### src/design/gba_loader_defines.svh
// Shared constants of the download front end
// Download port widths and the BIOS word address width
// Transfer index codes
// Cartridge header offsets of the game title
`ifndef GBA_LOADER_DEFINES_SVH
`define GBA_LOADER_DEFINES_SVH

// ============================================================
// Download port
// ============================================================
`define GBA_IOCTL_ADDR_W 27     // Byte address from the host
`define GBA_IOCTL_DATA_W 16     // One byte pair per write strobe

`define GBA_BIOS_ADDR_W 12      // 16 KB boot ROM as 32-bit words

// ============================================================
// Transfer kinds and header layout
// ============================================================
`define GBA_INDEX_BIOS 8'd0     // Boot ROM image
`define GBA_INDEX_CHEAT 8'd255  // Cheat list

`define GBA_HEADER_TITLE_BASE 'h0A0  // Game title in the ROM header
`define GBA_TITLE_BYTES 12           // Title length, zero padded

`endif

### src/design/gba_loader_pkg.sv
// Vector types shared by the download front end
// Download port fields and transfer index
// BIOS write address and word, cheat code layout
// Cartridge scan results and the quirk flag vector
`include "gba_loader_defines.svh"

package gba_loader_pkg;

	// Host download port
	typedef logic [`GBA_IOCTL_ADDR_W-1:0] ioctl_addr_t;  // Byte address
	typedef logic [`GBA_IOCTL_DATA_W-1:0] ioctl_data_t;  // Low byte is the even address
	typedef logic [7:0] ioctl_index_t;                   // Transfer kind from the menu

	// Boot ROM writes
	typedef logic [`GBA_BIOS_ADDR_W-1:0] bios_addr_t;  // Word address
	typedef logic [31:0] bios_word_t;

	// Flags 127:96, address 95:64, compare 63:32, replace 31:0
	// Values arrive big endian, the core sorts that out
	typedef logic [127:0] cheat_code_t;

	// Cartridge scan
	typedef logic [`GBA_IOCTL_ADDR_W-3:0] pak_addr_t;      // Last byte address / 4
	typedef logic [1:0] cart_type_t;                       // Index bits 7:6
	typedef logic [`GBA_TITLE_BYTES*8-1:0] game_title_t;   // First character on top

	// Bit 0 SRAM off, 1 memory remap, 2 GPIO, 3 tilt, 4 solar
	typedef logic [4:0] quirk_flags_t;

endpackage

### src/design/download_bus_if.sv
// Registered download stream from the decoder to its consumers
// Word, address and strobe one cycle behind the host port
// Transfer kind levels plus start and end pulses
// source modport for the decoder, sink modport for the readers

interface download_bus_if
	import gba_loader_pkg::*;
();

	ioctl_addr_t addr;    // Byte address of the current word
	ioctl_data_t data;    // Current word
	logic        wr;      // Write strobe, one per word

	// Kind levels, never more than one high
	logic cart_active;
	logic bios_active;
	logic code_active;

	// Single cycle pulses
	logic cart_start;     // First active cycle of a cartridge
	logic cart_end;       // First idle cycle after a cartridge
	logic code_start;     // Cheat list begins

	modport source (
		output addr, data, wr,
		output cart_active, bios_active, code_active,
		output cart_start, cart_end, code_start
	);

	modport sink (
		input addr, data, wr,
		input cart_active, bios_active, code_active,
		input cart_start, cart_end, code_start
	);

endinterface

### src/design/bios_word_packer.sv
// Boot ROM word packer
// Joins two 16-bit download halves into one 32-bit BIOS write
// Suppressed while the homebrew BIOS is selected

module bios_word_packer
	import gba_loader_pkg::*;
(
	input  logic         clk_sys,
	input  logic         reset,
	download_bus_if.sink dl,
	input  logic         homebrew_bios,
	output bios_addr_t   bios_wraddr,
	output bios_word_t   bios_wrdata,
	output logic         bios_wr
);

	logic bios_we;
	assign bios_we = dl.bios_active & dl.wr & ~homebrew_bios;

	always_ff @(posedge clk_sys) begin
		if (reset) begin
			bios_wraddr <= '0;
			bios_wrdata <= '0;
			bios_wr     <= 1'b0;
		end else begin
			bios_wr <= 1'b0;
			if (bios_we) begin
				if (!dl.addr[1]) begin
					bios_wrdata[15:0] <= dl.data;  // Lower half, wait for the pair
				end else begin
					bios_wrdata[31:16] <= dl.data;
					bios_wraddr        <= bios_addr_t'(dl.addr >> 2);
					bios_wr            <= 1'b1;
				end
			end
		end
	end

	// Writes only come out of a boot ROM transfer
	a_bios_wr_src: assert property (@(posedge clk_sys) disable iff (reset)
		bios_wr |-> $past(dl.bios_active));

endmodule

### src/design/cart_header_scan.sv
// Cartridge image scan
// Search for the FLASH1M_V save marker at any byte offset
// Last written address as the maximum pak word address
// Cartridge type from the index and the loaded flag

module cart_header_scan
	import gba_loader_pkg::*;
(
	input  logic         clk_sys,
	input  logic         reset,
	download_bus_if.sink dl,
	input  ioctl_index_t ioctl_index,
	output logic         cart_loaded,
	output cart_type_t   cart_type,
	output logic         flash_1m,
	output pak_addr_t    max_pak_addr
);

	localparam logic [71:0] MARKER = "FLASH1M_V";  // 9 bytes

	logic [63:0] hist;   // Last 8 bytes, newest in the low byte
	logic        hit_lo; // Marker ends on the even byte of this word
	logic        hit_hi; // Marker ends on the odd byte
	logic        cart_we;

	assign cart_we = dl.cart_active & dl.wr;
	assign hit_lo  = ({hist, dl.data[7:0]} == MARKER);
	assign hit_hi  = ({hist[55:0], dl.data[7:0], dl.data[15:8]} == MARKER);

	// Byte history in stream order
	always_ff @(posedge clk_sys) begin
		if (cart_we) begin
			hist <= {hist[47:0], dl.data[7:0], dl.data[15:8]};
		end
	end

	always_ff @(posedge clk_sys) begin
		if (reset) begin
			cart_loaded  <= 1'b0;
			cart_type    <= '0;
			flash_1m     <= 1'b0;
			max_pak_addr <= '0;
		end else begin
			if (dl.cart_start) begin
				flash_1m    <= 1'b0;              // New image, new search
				cart_type   <= ioctl_index[7:6];
				cart_loaded <= 1'b1;
			end
			if (dl.cart_end) begin
				max_pak_addr <= pak_addr_t'(dl.addr >> 2);  // Address still holds the last word
			end
			if (cart_we && (hit_lo || hit_hi)) begin
				flash_1m <= 1'b1;  // Wins over the clear
			end
		end
	end

endmodule

### src/design/cart_quirk_table.sv
// Game title capture and compatibility table
// Title bytes from the cartridge header, byte swapped per word
// Match against eight known titles at the end of the title
// Quirk flags for SRAM, remap, GPIO, tilt and solar sensor
`include "gba_loader_defines.svh"

module cart_quirk_table
	import gba_loader_pkg::*;
(
	input  logic         clk_sys,
	input  logic         reset,
	download_bus_if.sink dl,
	output quirk_flags_t quirks
);

	localparam int ROWS    = 8;
	localparam int TITLE_W = $bits(game_title_t);

	// ============================================================
	// Compatibility table, short titles padded with zero bytes
	// ============================================================
	localparam game_title_t TITLES [ROWS] = '{
		{"ROCKY BOXING"},
		{"DBZ LGCYGOKU"},
		{"BOMBER MAN", 16'h0000},    // NES classic, needs remap
		{"SUPER MARIO", 8'h00},
		{"POKEMON EMER"},            // RTC on the GPIO port
		{"BOKTAI", 48'h000000000000},
		{"WARIOTWISTED"},            // Gyro on the GPIO port
		{"YOSHI TOPSY", 8'h00}
	};

	// Bit 0 SRAM, 1 remap, 2 GPIO, 3 tilt, 4 solar
	localparam quirk_flags_t FLAGS [ROWS] = '{
		5'b00001,
		5'b00001,
		5'b00011,
		5'b00011,
		5'b00100,
		5'b10100,  // Solar sensor behind GPIO
		5'b00100,
		5'b01000
	};

	ioctl_addr_t  title_ofs;    // Offset from the title base
	logic [6:0]   title_lsb;    // Bit slot of the current byte pair
	logic         title_wr;
	logic         title_done;   // Word just after the title
	game_title_t  title;
	quirk_flags_t match_flags;

	assign title_ofs  = dl.addr - ioctl_addr_t'(`GBA_HEADER_TITLE_BASE);
	assign title_lsb  = 7'(TITLE_W - 16) - {title_ofs[3:0], 3'b000};
	assign title_wr   = dl.cart_active & dl.wr
		& (title_ofs < ioctl_addr_t'(`GBA_TITLE_BYTES));
	assign title_done = dl.cart_active & dl.wr
		& (title_ofs == ioctl_addr_t'(`GBA_TITLE_BYTES));

	// First character lands in the top byte
	always_ff @(posedge clk_sys) begin
		if (title_wr) begin
			title[title_lsb +: 16] <= {dl.data[7:0], dl.data[15:8]};
		end
	end

	always_comb begin
		match_flags = '0;
		for (int i = 0; i < ROWS; i++) begin
			if (title == TITLES[i]) match_flags = match_flags | FLAGS[i];
		end
	end

	always_ff @(posedge clk_sys) begin
		if (reset) begin
			quirks <= '0;
		end else if (dl.cart_start) begin
			quirks <= '0;                    // Unknown until the title is in
		end else if (title_done) begin
			quirks <= quirks | match_flags;
		end
	end

endmodule

### src/design/cheat_code_loader.sv
// Cheat code loader
// Assembles 16 bytes of the cheat file into one 128-bit code
// Low word of each field first, then the high word
// Clears the cheat list when a new cheat file begins

module cheat_code_loader
	import gba_loader_pkg::*;
(
	input  logic         clk_sys,
	input  logic         reset,
	download_bus_if.sink dl,
	output cheat_code_t  cheat_code,
	output logic         cheat_valid,
	output logic         cheat_clear
);

	logic code_we;
	assign code_we = dl.code_active & dl.wr;

	always_ff @(posedge clk_sys) begin
		if (reset) begin
			cheat_code  <= '0;
			cheat_valid <= 1'b0;
			cheat_clear <= 1'b0;
		end else begin
			cheat_clear <= dl.code_start;
			cheat_valid <= 1'b0;
			if (code_we) begin
				case (dl.addr[3:0])
					4'd0:  cheat_code[111:96]  <= dl.data;  // Flags
					4'd2:  cheat_code[127:112] <= dl.data;
					4'd4:  cheat_code[79:64]   <= dl.data;  // Address
					4'd6:  cheat_code[95:80]   <= dl.data;
					4'd8:  cheat_code[47:32]   <= dl.data;  // Compare
					4'd10: cheat_code[63:48]   <= dl.data;
					4'd12: cheat_code[15:0]    <= dl.data;  // Replace
					4'd14: begin
						cheat_code[31:16] <= dl.data;
						cheat_valid       <= 1'b1;           // Code complete
					end
					default: ;
				endcase
			end
		end
	end

	// One strobe per 16-byte record
	a_valid_pulse: assert property (@(posedge clk_sys) disable iff (reset)
		cheat_valid |=> !cheat_valid);

endmodule

### src/design/download_decode.sv
// Download port decoder
// Registers the host port onto the download bus
// Sorts each transfer into cartridge, boot ROM or cheat list
// Start and end pulses from the previous-cycle kind levels
`include "gba_loader_defines.svh"

module download_decode
	import gba_loader_pkg::*;
(
	input  logic           clk_sys,
	input  logic           reset,
	input  logic           ioctl_download,
	input  ioctl_index_t   ioctl_index,
	input  ioctl_addr_t    ioctl_addr,
	input  ioctl_data_t    ioctl_dout,
	input  logic           ioctl_wr,
	download_bus_if.source dl
);

	logic is_bios;     // Raw index decode
	logic is_code;
	logic cart_prev;   // Kind levels one cycle back
	logic code_prev;

	assign is_bios = (ioctl_index == `GBA_INDEX_BIOS);
	assign is_code = (ioctl_index == `GBA_INDEX_CHEAT);

	always_ff @(posedge clk_sys) begin
		dl.addr <= ioctl_addr;
		dl.data <= ioctl_dout;
	end

	always_ff @(posedge clk_sys) begin
		if (reset) begin
			dl.wr          <= 1'b0;
			dl.cart_active <= 1'b0;
			dl.bios_active <= 1'b0;
			dl.code_active <= 1'b0;
			cart_prev      <= 1'b0;
			code_prev      <= 1'b0;
		end else begin
			dl.wr          <= ioctl_wr;
			dl.bios_active <= ioctl_download & is_bios;
			dl.code_active <= ioctl_download & is_code;
			dl.cart_active <= ioctl_download & ~is_bios & ~is_code;  // Any other index
			cart_prev      <= dl.cart_active;
			code_prev      <= dl.code_active;
		end
	end

	// ============================================================
	// Transfer edges
	// ============================================================
	assign dl.cart_start = dl.cart_active & ~cart_prev;
	assign dl.cart_end   = ~dl.cart_active & cart_prev;
	assign dl.code_start = dl.code_active & ~code_prev;

	// Consumers rely on one kind at a time
	a_kind_onehot: assert property (@(posedge clk_sys) disable iff (reset)
		$onehot0({dl.cart_active, dl.bios_active, dl.code_active}));

endmodule

### src/design/gba_loader.sv
// Cartridge download front end, top level
// Download decoder feeding the cartridge scan, quirk table,
// BIOS word packer and cheat code loader over one download bus

module gba_loader
	import gba_loader_pkg::*;
(
	input  logic         clk_sys,
	input  logic         reset,
	// Host download port
	input  logic         ioctl_download,
	input  ioctl_index_t ioctl_index,
	input  ioctl_addr_t  ioctl_addr,
	input  ioctl_data_t  ioctl_dout,
	input  logic         ioctl_wr,
	input  logic         homebrew_bios,   // Keep the built-in BIOS
	// Cartridge results
	output logic         cart_loaded,
	output cart_type_t   cart_type,
	output logic         flash_1m,
	output pak_addr_t    max_pak_addr,
	output quirk_flags_t quirks,
	// Boot ROM writes
	output bios_addr_t   bios_wraddr,
	output bios_word_t   bios_wrdata,
	output logic         bios_wr,
	// Cheat codes
	output cheat_code_t  cheat_code,
	output logic         cheat_valid,
	output logic         cheat_clear
);

	download_bus_if dl ();  // Registered download stream

	download_decode u_download_decode (
		.clk_sys, .reset, .ioctl_download, .ioctl_index,
		.ioctl_addr, .ioctl_dout, .ioctl_wr, .dl(dl)
	);

	cart_header_scan u_cart_header_scan (
		.clk_sys, .reset, .dl(dl), .ioctl_index,
		.cart_loaded, .cart_type, .flash_1m, .max_pak_addr
	);

	cart_quirk_table u_cart_quirk_table (.clk_sys, .reset, .dl(dl), .quirks);

	bios_word_packer u_bios_word_packer (
		.clk_sys, .reset, .dl(dl), .homebrew_bios,
		.bios_wraddr, .bios_wrdata, .bios_wr
	);

	cheat_code_loader u_cheat_code_loader (
		.clk_sys, .reset, .dl(dl), .cheat_code, .cheat_valid, .cheat_clear
	);

endmodule

### config.mk
export PLATFORM = sky130hd
export DESIGN_NAME = gba_loader
export DESIGN_NICKNAME = d
export VERILOG_FILES = /design/src/design/gba_loader_pkg.sv /design/src/design/download_bus_if.sv /design/src/design/bios_word_packer.sv /design/src/design/cart_header_scan.sv /design/src/design/cart_quirk_table.sv /design/src/design/cheat_code_loader.sv /design/src/design/download_decode.sv /design/src/design/gba_loader.sv
export VERILOG_INCLUDE_DIRS = /design/src /design/src/design
export SDC_FILE = /design/constraint.sdc
export NUM_CORES = 1
export LEC_CHECK = 0
export ABC_AREA = 1
export BUFFER_PORTS_ARGS = -buffer_cell sky130_fd_sc_hd__buf_4
export CAP_MARGIN = 20
export CORE_MARGIN = 2
export CORE_UTILIZATION = 25
export CTS_CLUSTER_SIZE = 40
export DETAILED_ROUTE_END_ITERATION = 10
export PLACE_DENSITY = 0.48
export SLEW_MARGIN = 20
export SYNTH_ARGS = -nofsm -noshare
export SYNTH_HDL_FRONTEND = slang
export SYNTH_SLANG_ARGS = --single-unit
export TNS_END_PERCENT = 10
### constraint.sdc
create_clock -name clk_sys -period 7.04 [get_ports clk_sys]
set_input_delay 1.408 -clock clk_sys [delete_from_list [all_inputs] [get_ports clk_sys]]
set_output_delay 1.408 -clock clk_sys [all_outputs]
set_load 0.01 [all_outputs]
==> results.toml <==
[status]
outcome = "complete, no violations"

[cells_and_area]
flow.area_growth_from_synthesis_pct = 25.2
mostFrequentLayoutCell = "sky130_fd_sc_hd__nor2_1"
layout.cells.most_common_list = "sky130_fd_sc_hd__nor2_1 (288), sky130_fd_sc_hd__nand2_1 (286), sky130_fd_sc_hd__buf_4 (274)"
nNetsFinal = 2289
layout-drive-gt1-share_pct = 16.9

[synthesis]
synth.mux.area_fraction_pct = 0
synth-main-ff-cell = "sky130_fd_sc_hd__dfxtp_1"
mappedNetlistNets = 2063
synth_simple_gate_area_share_pct = 21.6
average_instance_area_after_synthesis_um2 = 8.58
number_of_synthesized_flops_with_an_enable_pin = 160
yosysUniqueCellTypes = 43
yosys_warnings = 0
ys_seq_area_share_pct = 58.1
post_synth_fa_ha_maj_area_fraction_pct = 0.584
synthesis.instances = 1999
synth_top_family_by_area = "simple AND/OR/NAND/NOR gates"
compound_cell_area_share_of_the_yosys_netlist_pct = 12.8
ys_ff_latch = 418
synth_xor_area_share_pct = 0.248
asyncSetResetFlopFracSynth_pct = 0
synthesis.area_um2 = 17200

[clock_network]
post_cts_hold_buffer_count = 0
worstSkewPairLatency_ps = 580
cts_tree = "yes"
clock_sinks = 418
ctsResizeCount = 0
cts.htree.levels = 2
number_of_buffers_added_by_the_clock_tree_synthesis_step = 44
cts-root-buf = "sky130_fd_sc_hd__clkbuf_16"
clockBufferDepth = 3
clk_pin_slew_ps = 70
post_cts_buffers = 0

[floorplan]
initial_utilization_pct = 25.1
ios = 265
die_ht_um = 266
die_width_um = 266
core_area_um2 = 68200
row_count = 96
design.die.area_um2 = 70700

[detailed_routing]
drt_iter0_markers = 1472
num_vias = 14891
drt-pass1-iter-count = 5
detail_route.vias_per_cell = 4.74
final_antenna_net_count = 0
route.final.wire_length_um = 63400
detail_route.wl_per_cell_um = 20.2
drc_violations_left = 0

[setup_path]
worst_path_max_delay_cell = "sky130_fd_sc_hd__nor3_1"
critPathMaxStageDelay_ps = 920
startpoint_type = "flip-flop"
crit_path_max_fanout = 23
crit_family = "simple AND/OR/NAND/NOR gates"
crit_chain = "clkinv_1, ha_1, inv_2, nor2_1, nand2_1, nand2_1, nand2_4, inv_4, nand2_4, nor2_8, inv_2, nor3_1"
cp.arrival_ps = 5260
path_class = "flip-flop to flip-flop"
worst-endpoint-required_ps = 7220
cp-end-kind = "flip-flop"
bufs_and_invs_on_worst_path = 4

[sta]
setup_repair_after_global_routing_missed_its_margin = "false"
finClkSkew_ps = 23.4
slew-limit-headroom_pct = 27.7
final_max_slew_viol_count = 0
setup_violations = 0
maxClockFrequency_mhz = 197
worst-slew-pin-transition_ps = 1080
timing.setup.tns_ps = 0
setup_ws_ps = 1960
finalCritPeriodShare_pct = 72.1
timing.final.crit_period_ps = 5080
hold_violations = 0

[power]
cellPowerDensity_nw_per_um2 = 243
total_leakage_power_uw = 0.00852
ir_drop_mv = 0.177

[placed_design]
gp_routability_congestion = 0.924
placement.io_buffers = 264
dp_worst_setup_slack_ps = 2090
dpl.hpwl_um = 46600

[global_route]
grt_pass1_vias = 14568
grt_start_max_net_pins = 79
grt.total_usage_pct = 17.6
initial_antenna_violation_count = 1
grt_first_pass_wirelength_um = 94100
grt.overflow.total = 0

[run]
max_cap_violations = 0

[hold_path]
hold_path_class = "flip-flop to flip-flop"
## area by class of cell
cell class / count / area, µm²
timing repair buffer: 276 / 2090
antenna: 1 / 2.50
fill: 7239 / 46700
clock inverter: 19 / 206
inverter: 197 / 748
sequential: 418 / 9970
clock buffer: 63 / 1250
tap: 882 / 1100
multi-input combinational: 1288 / 6110
## path summary, 6_finish.rpt
| check | slack, ps | to | depth (start not counted) | start |
|---|---|---|---|---|
| worst min register to register | 390 | u_cheat_code_loader.cheat_clear$_SDFF_PP0_ | 1 | u_download_decode.code_prev$_SDFF_PP0_ |
| worst max-delay path | 1960 | u_cart_quirk_table.title[71]$_DFFE_PP_ | 12 | u_download_decode.dl.addr[0]$_DFF_P_ |
| worst max register to register | 1960 | u_cart_quirk_table.title[71]$_DFFE_PP_ | 12 | u_download_decode.dl.addr[0]$_DFF_P_ |
| worst min-delay path | 390 | u_cheat_code_loader.cheat_clear$_SDFF_PP0_ | 1 | u_download_decode.code_prev$_SDFF_PP0_ |
## cells by family (layout without fill, tap and decap cells)
logic type / Yosys count / count (layout)
buffers and inverters: 293 / 555
other: 0 / 1
and+or+nand+nor: 849 / 849
xor gates and xnor gates: 4 / 4
adders and majority gates: 8 / 8
AOI/OAI and AO/OA: 427 / 427
DFF: 418 / 418
## routing by layer
metal / up-vias / global-route usage (%) / part of all wire, %
met3: 103 / 4.13 / 7.4
met5: - / 0 / 0
li1: 7189 / - / -
met4: 0 / 5.85 / 3.1
met2: 534 / 28.1 / 45
met1: 7065 / 23.4 / 44
## sequential cells by signal (all words and copies together), names as in the netlist
signal                            count
u_cheat_code_loader.cheat_code      128
u_cart_quirk_table.title             96
u_cart_header_scan.hist              64
u_bios_word_packer.bios_wrdata       32
u_download_decode.dl.addr            27
u_cart_header_scan.max_pak_addr      25
u_download_decode.dl.data            16
u_bios_word_packer.bios_wraddr       12
u_cart_quirk_table.quirks             5
u_cart_header_scan.cart_type          2
u_bios_word_packer.bios_wr            1
u_cart_header_scan.cart_loaded        1
u_cart_header_scan.flash_1m           1
u_cheat_code_loader.cheat_clear       1
u_cheat_code_loader.cheat_valid       1
u_download_decode.cart_prev           1
u_download_decode.code_prev           1
u_download_decode.dl.bios_active      1
u_download_decode.dl.cart_active      1
u_download_decode.dl.code_active      1
u_download_decode.dl.wr               1
## power by group
group          leakage [µW]  internal [µW]  total [µW]  switching (µW)
clock              0.000723           1360        2350             990
combinational       0.00444           81.5         302             221
sequential          0.00336           2530        2560            31.4
total               0.00852           3980        5220            1240
## stage by stage
stage | util (%) | std cells | hold slack, ps | power, µW | instance area, µm²
floorplan | - | 1999 | 373 | 2780 | 17200
global placement | 29.2 | 3059 | 386 | 2910 | 19900
detailed placement | 29.3 | 3060 | 390 | 2910 | 20000
CTS | 31.4 | 3142 | 399 | 5270 | 21400
global route | 31.5 | 3144 | 400 | 5400 | 21500
finish | 31.5 | 3144 | 392 | 5220 | 21500
## cell usage after synthesis, types with 3 or more instances
master / instances / area, µm²
sky130_fd_sc_hd__buf_6: 3 / 33.8
sky130_fd_sc_hd__dfxtp_1: 258 / 5160
sky130_fd_sc_hd__nor2_2: 3 / 18.8
sky130_fd_sc_hd__nor3b_1: 3 / 22.5
sky130_fd_sc_hd__inv_1: 188 / 706
sky130_fd_sc_hd__xor2_1: 3 / 26.3
sky130_fd_sc_hd__nor4_1: 18 / 113
sky130_fd_sc_hd__nand4_1: 42 / 263
sky130_fd_sc_hd__o32ai_1: 5 / 43.8
sky130_fd_sc_hd__nand3_1: 137 / 686
sky130_fd_sc_hd__edfxtp_1: 160 / 4800
sky130_fd_sc_hd__o22ai_1: 21 / 131
sky130_fd_sc_hd__inv_2: 6 / 22.5
sky130_fd_sc_hd__buf_2: 5 / 25.0
sky130_fd_sc_hd__o21ai_0: 184 / 921
sky130_fd_sc_hd__nor3_1: 45 / 225
sky130_fd_sc_hd__nand2_1: 286 / 1070
sky130_fd_sc_hd__a21oi_1: 210 / 1050
sky130_fd_sc_hd__nor2_1: 297 / 1110
sky130_fd_sc_hd__nor2_4: 4 / 45.0
sky130_fd_sc_hd__ha_1: 8 / 100
sky130_fd_sc_hd__clkbuf_1: 88 / 330
No activity file was read; power rests on OpenSTA's default activity.
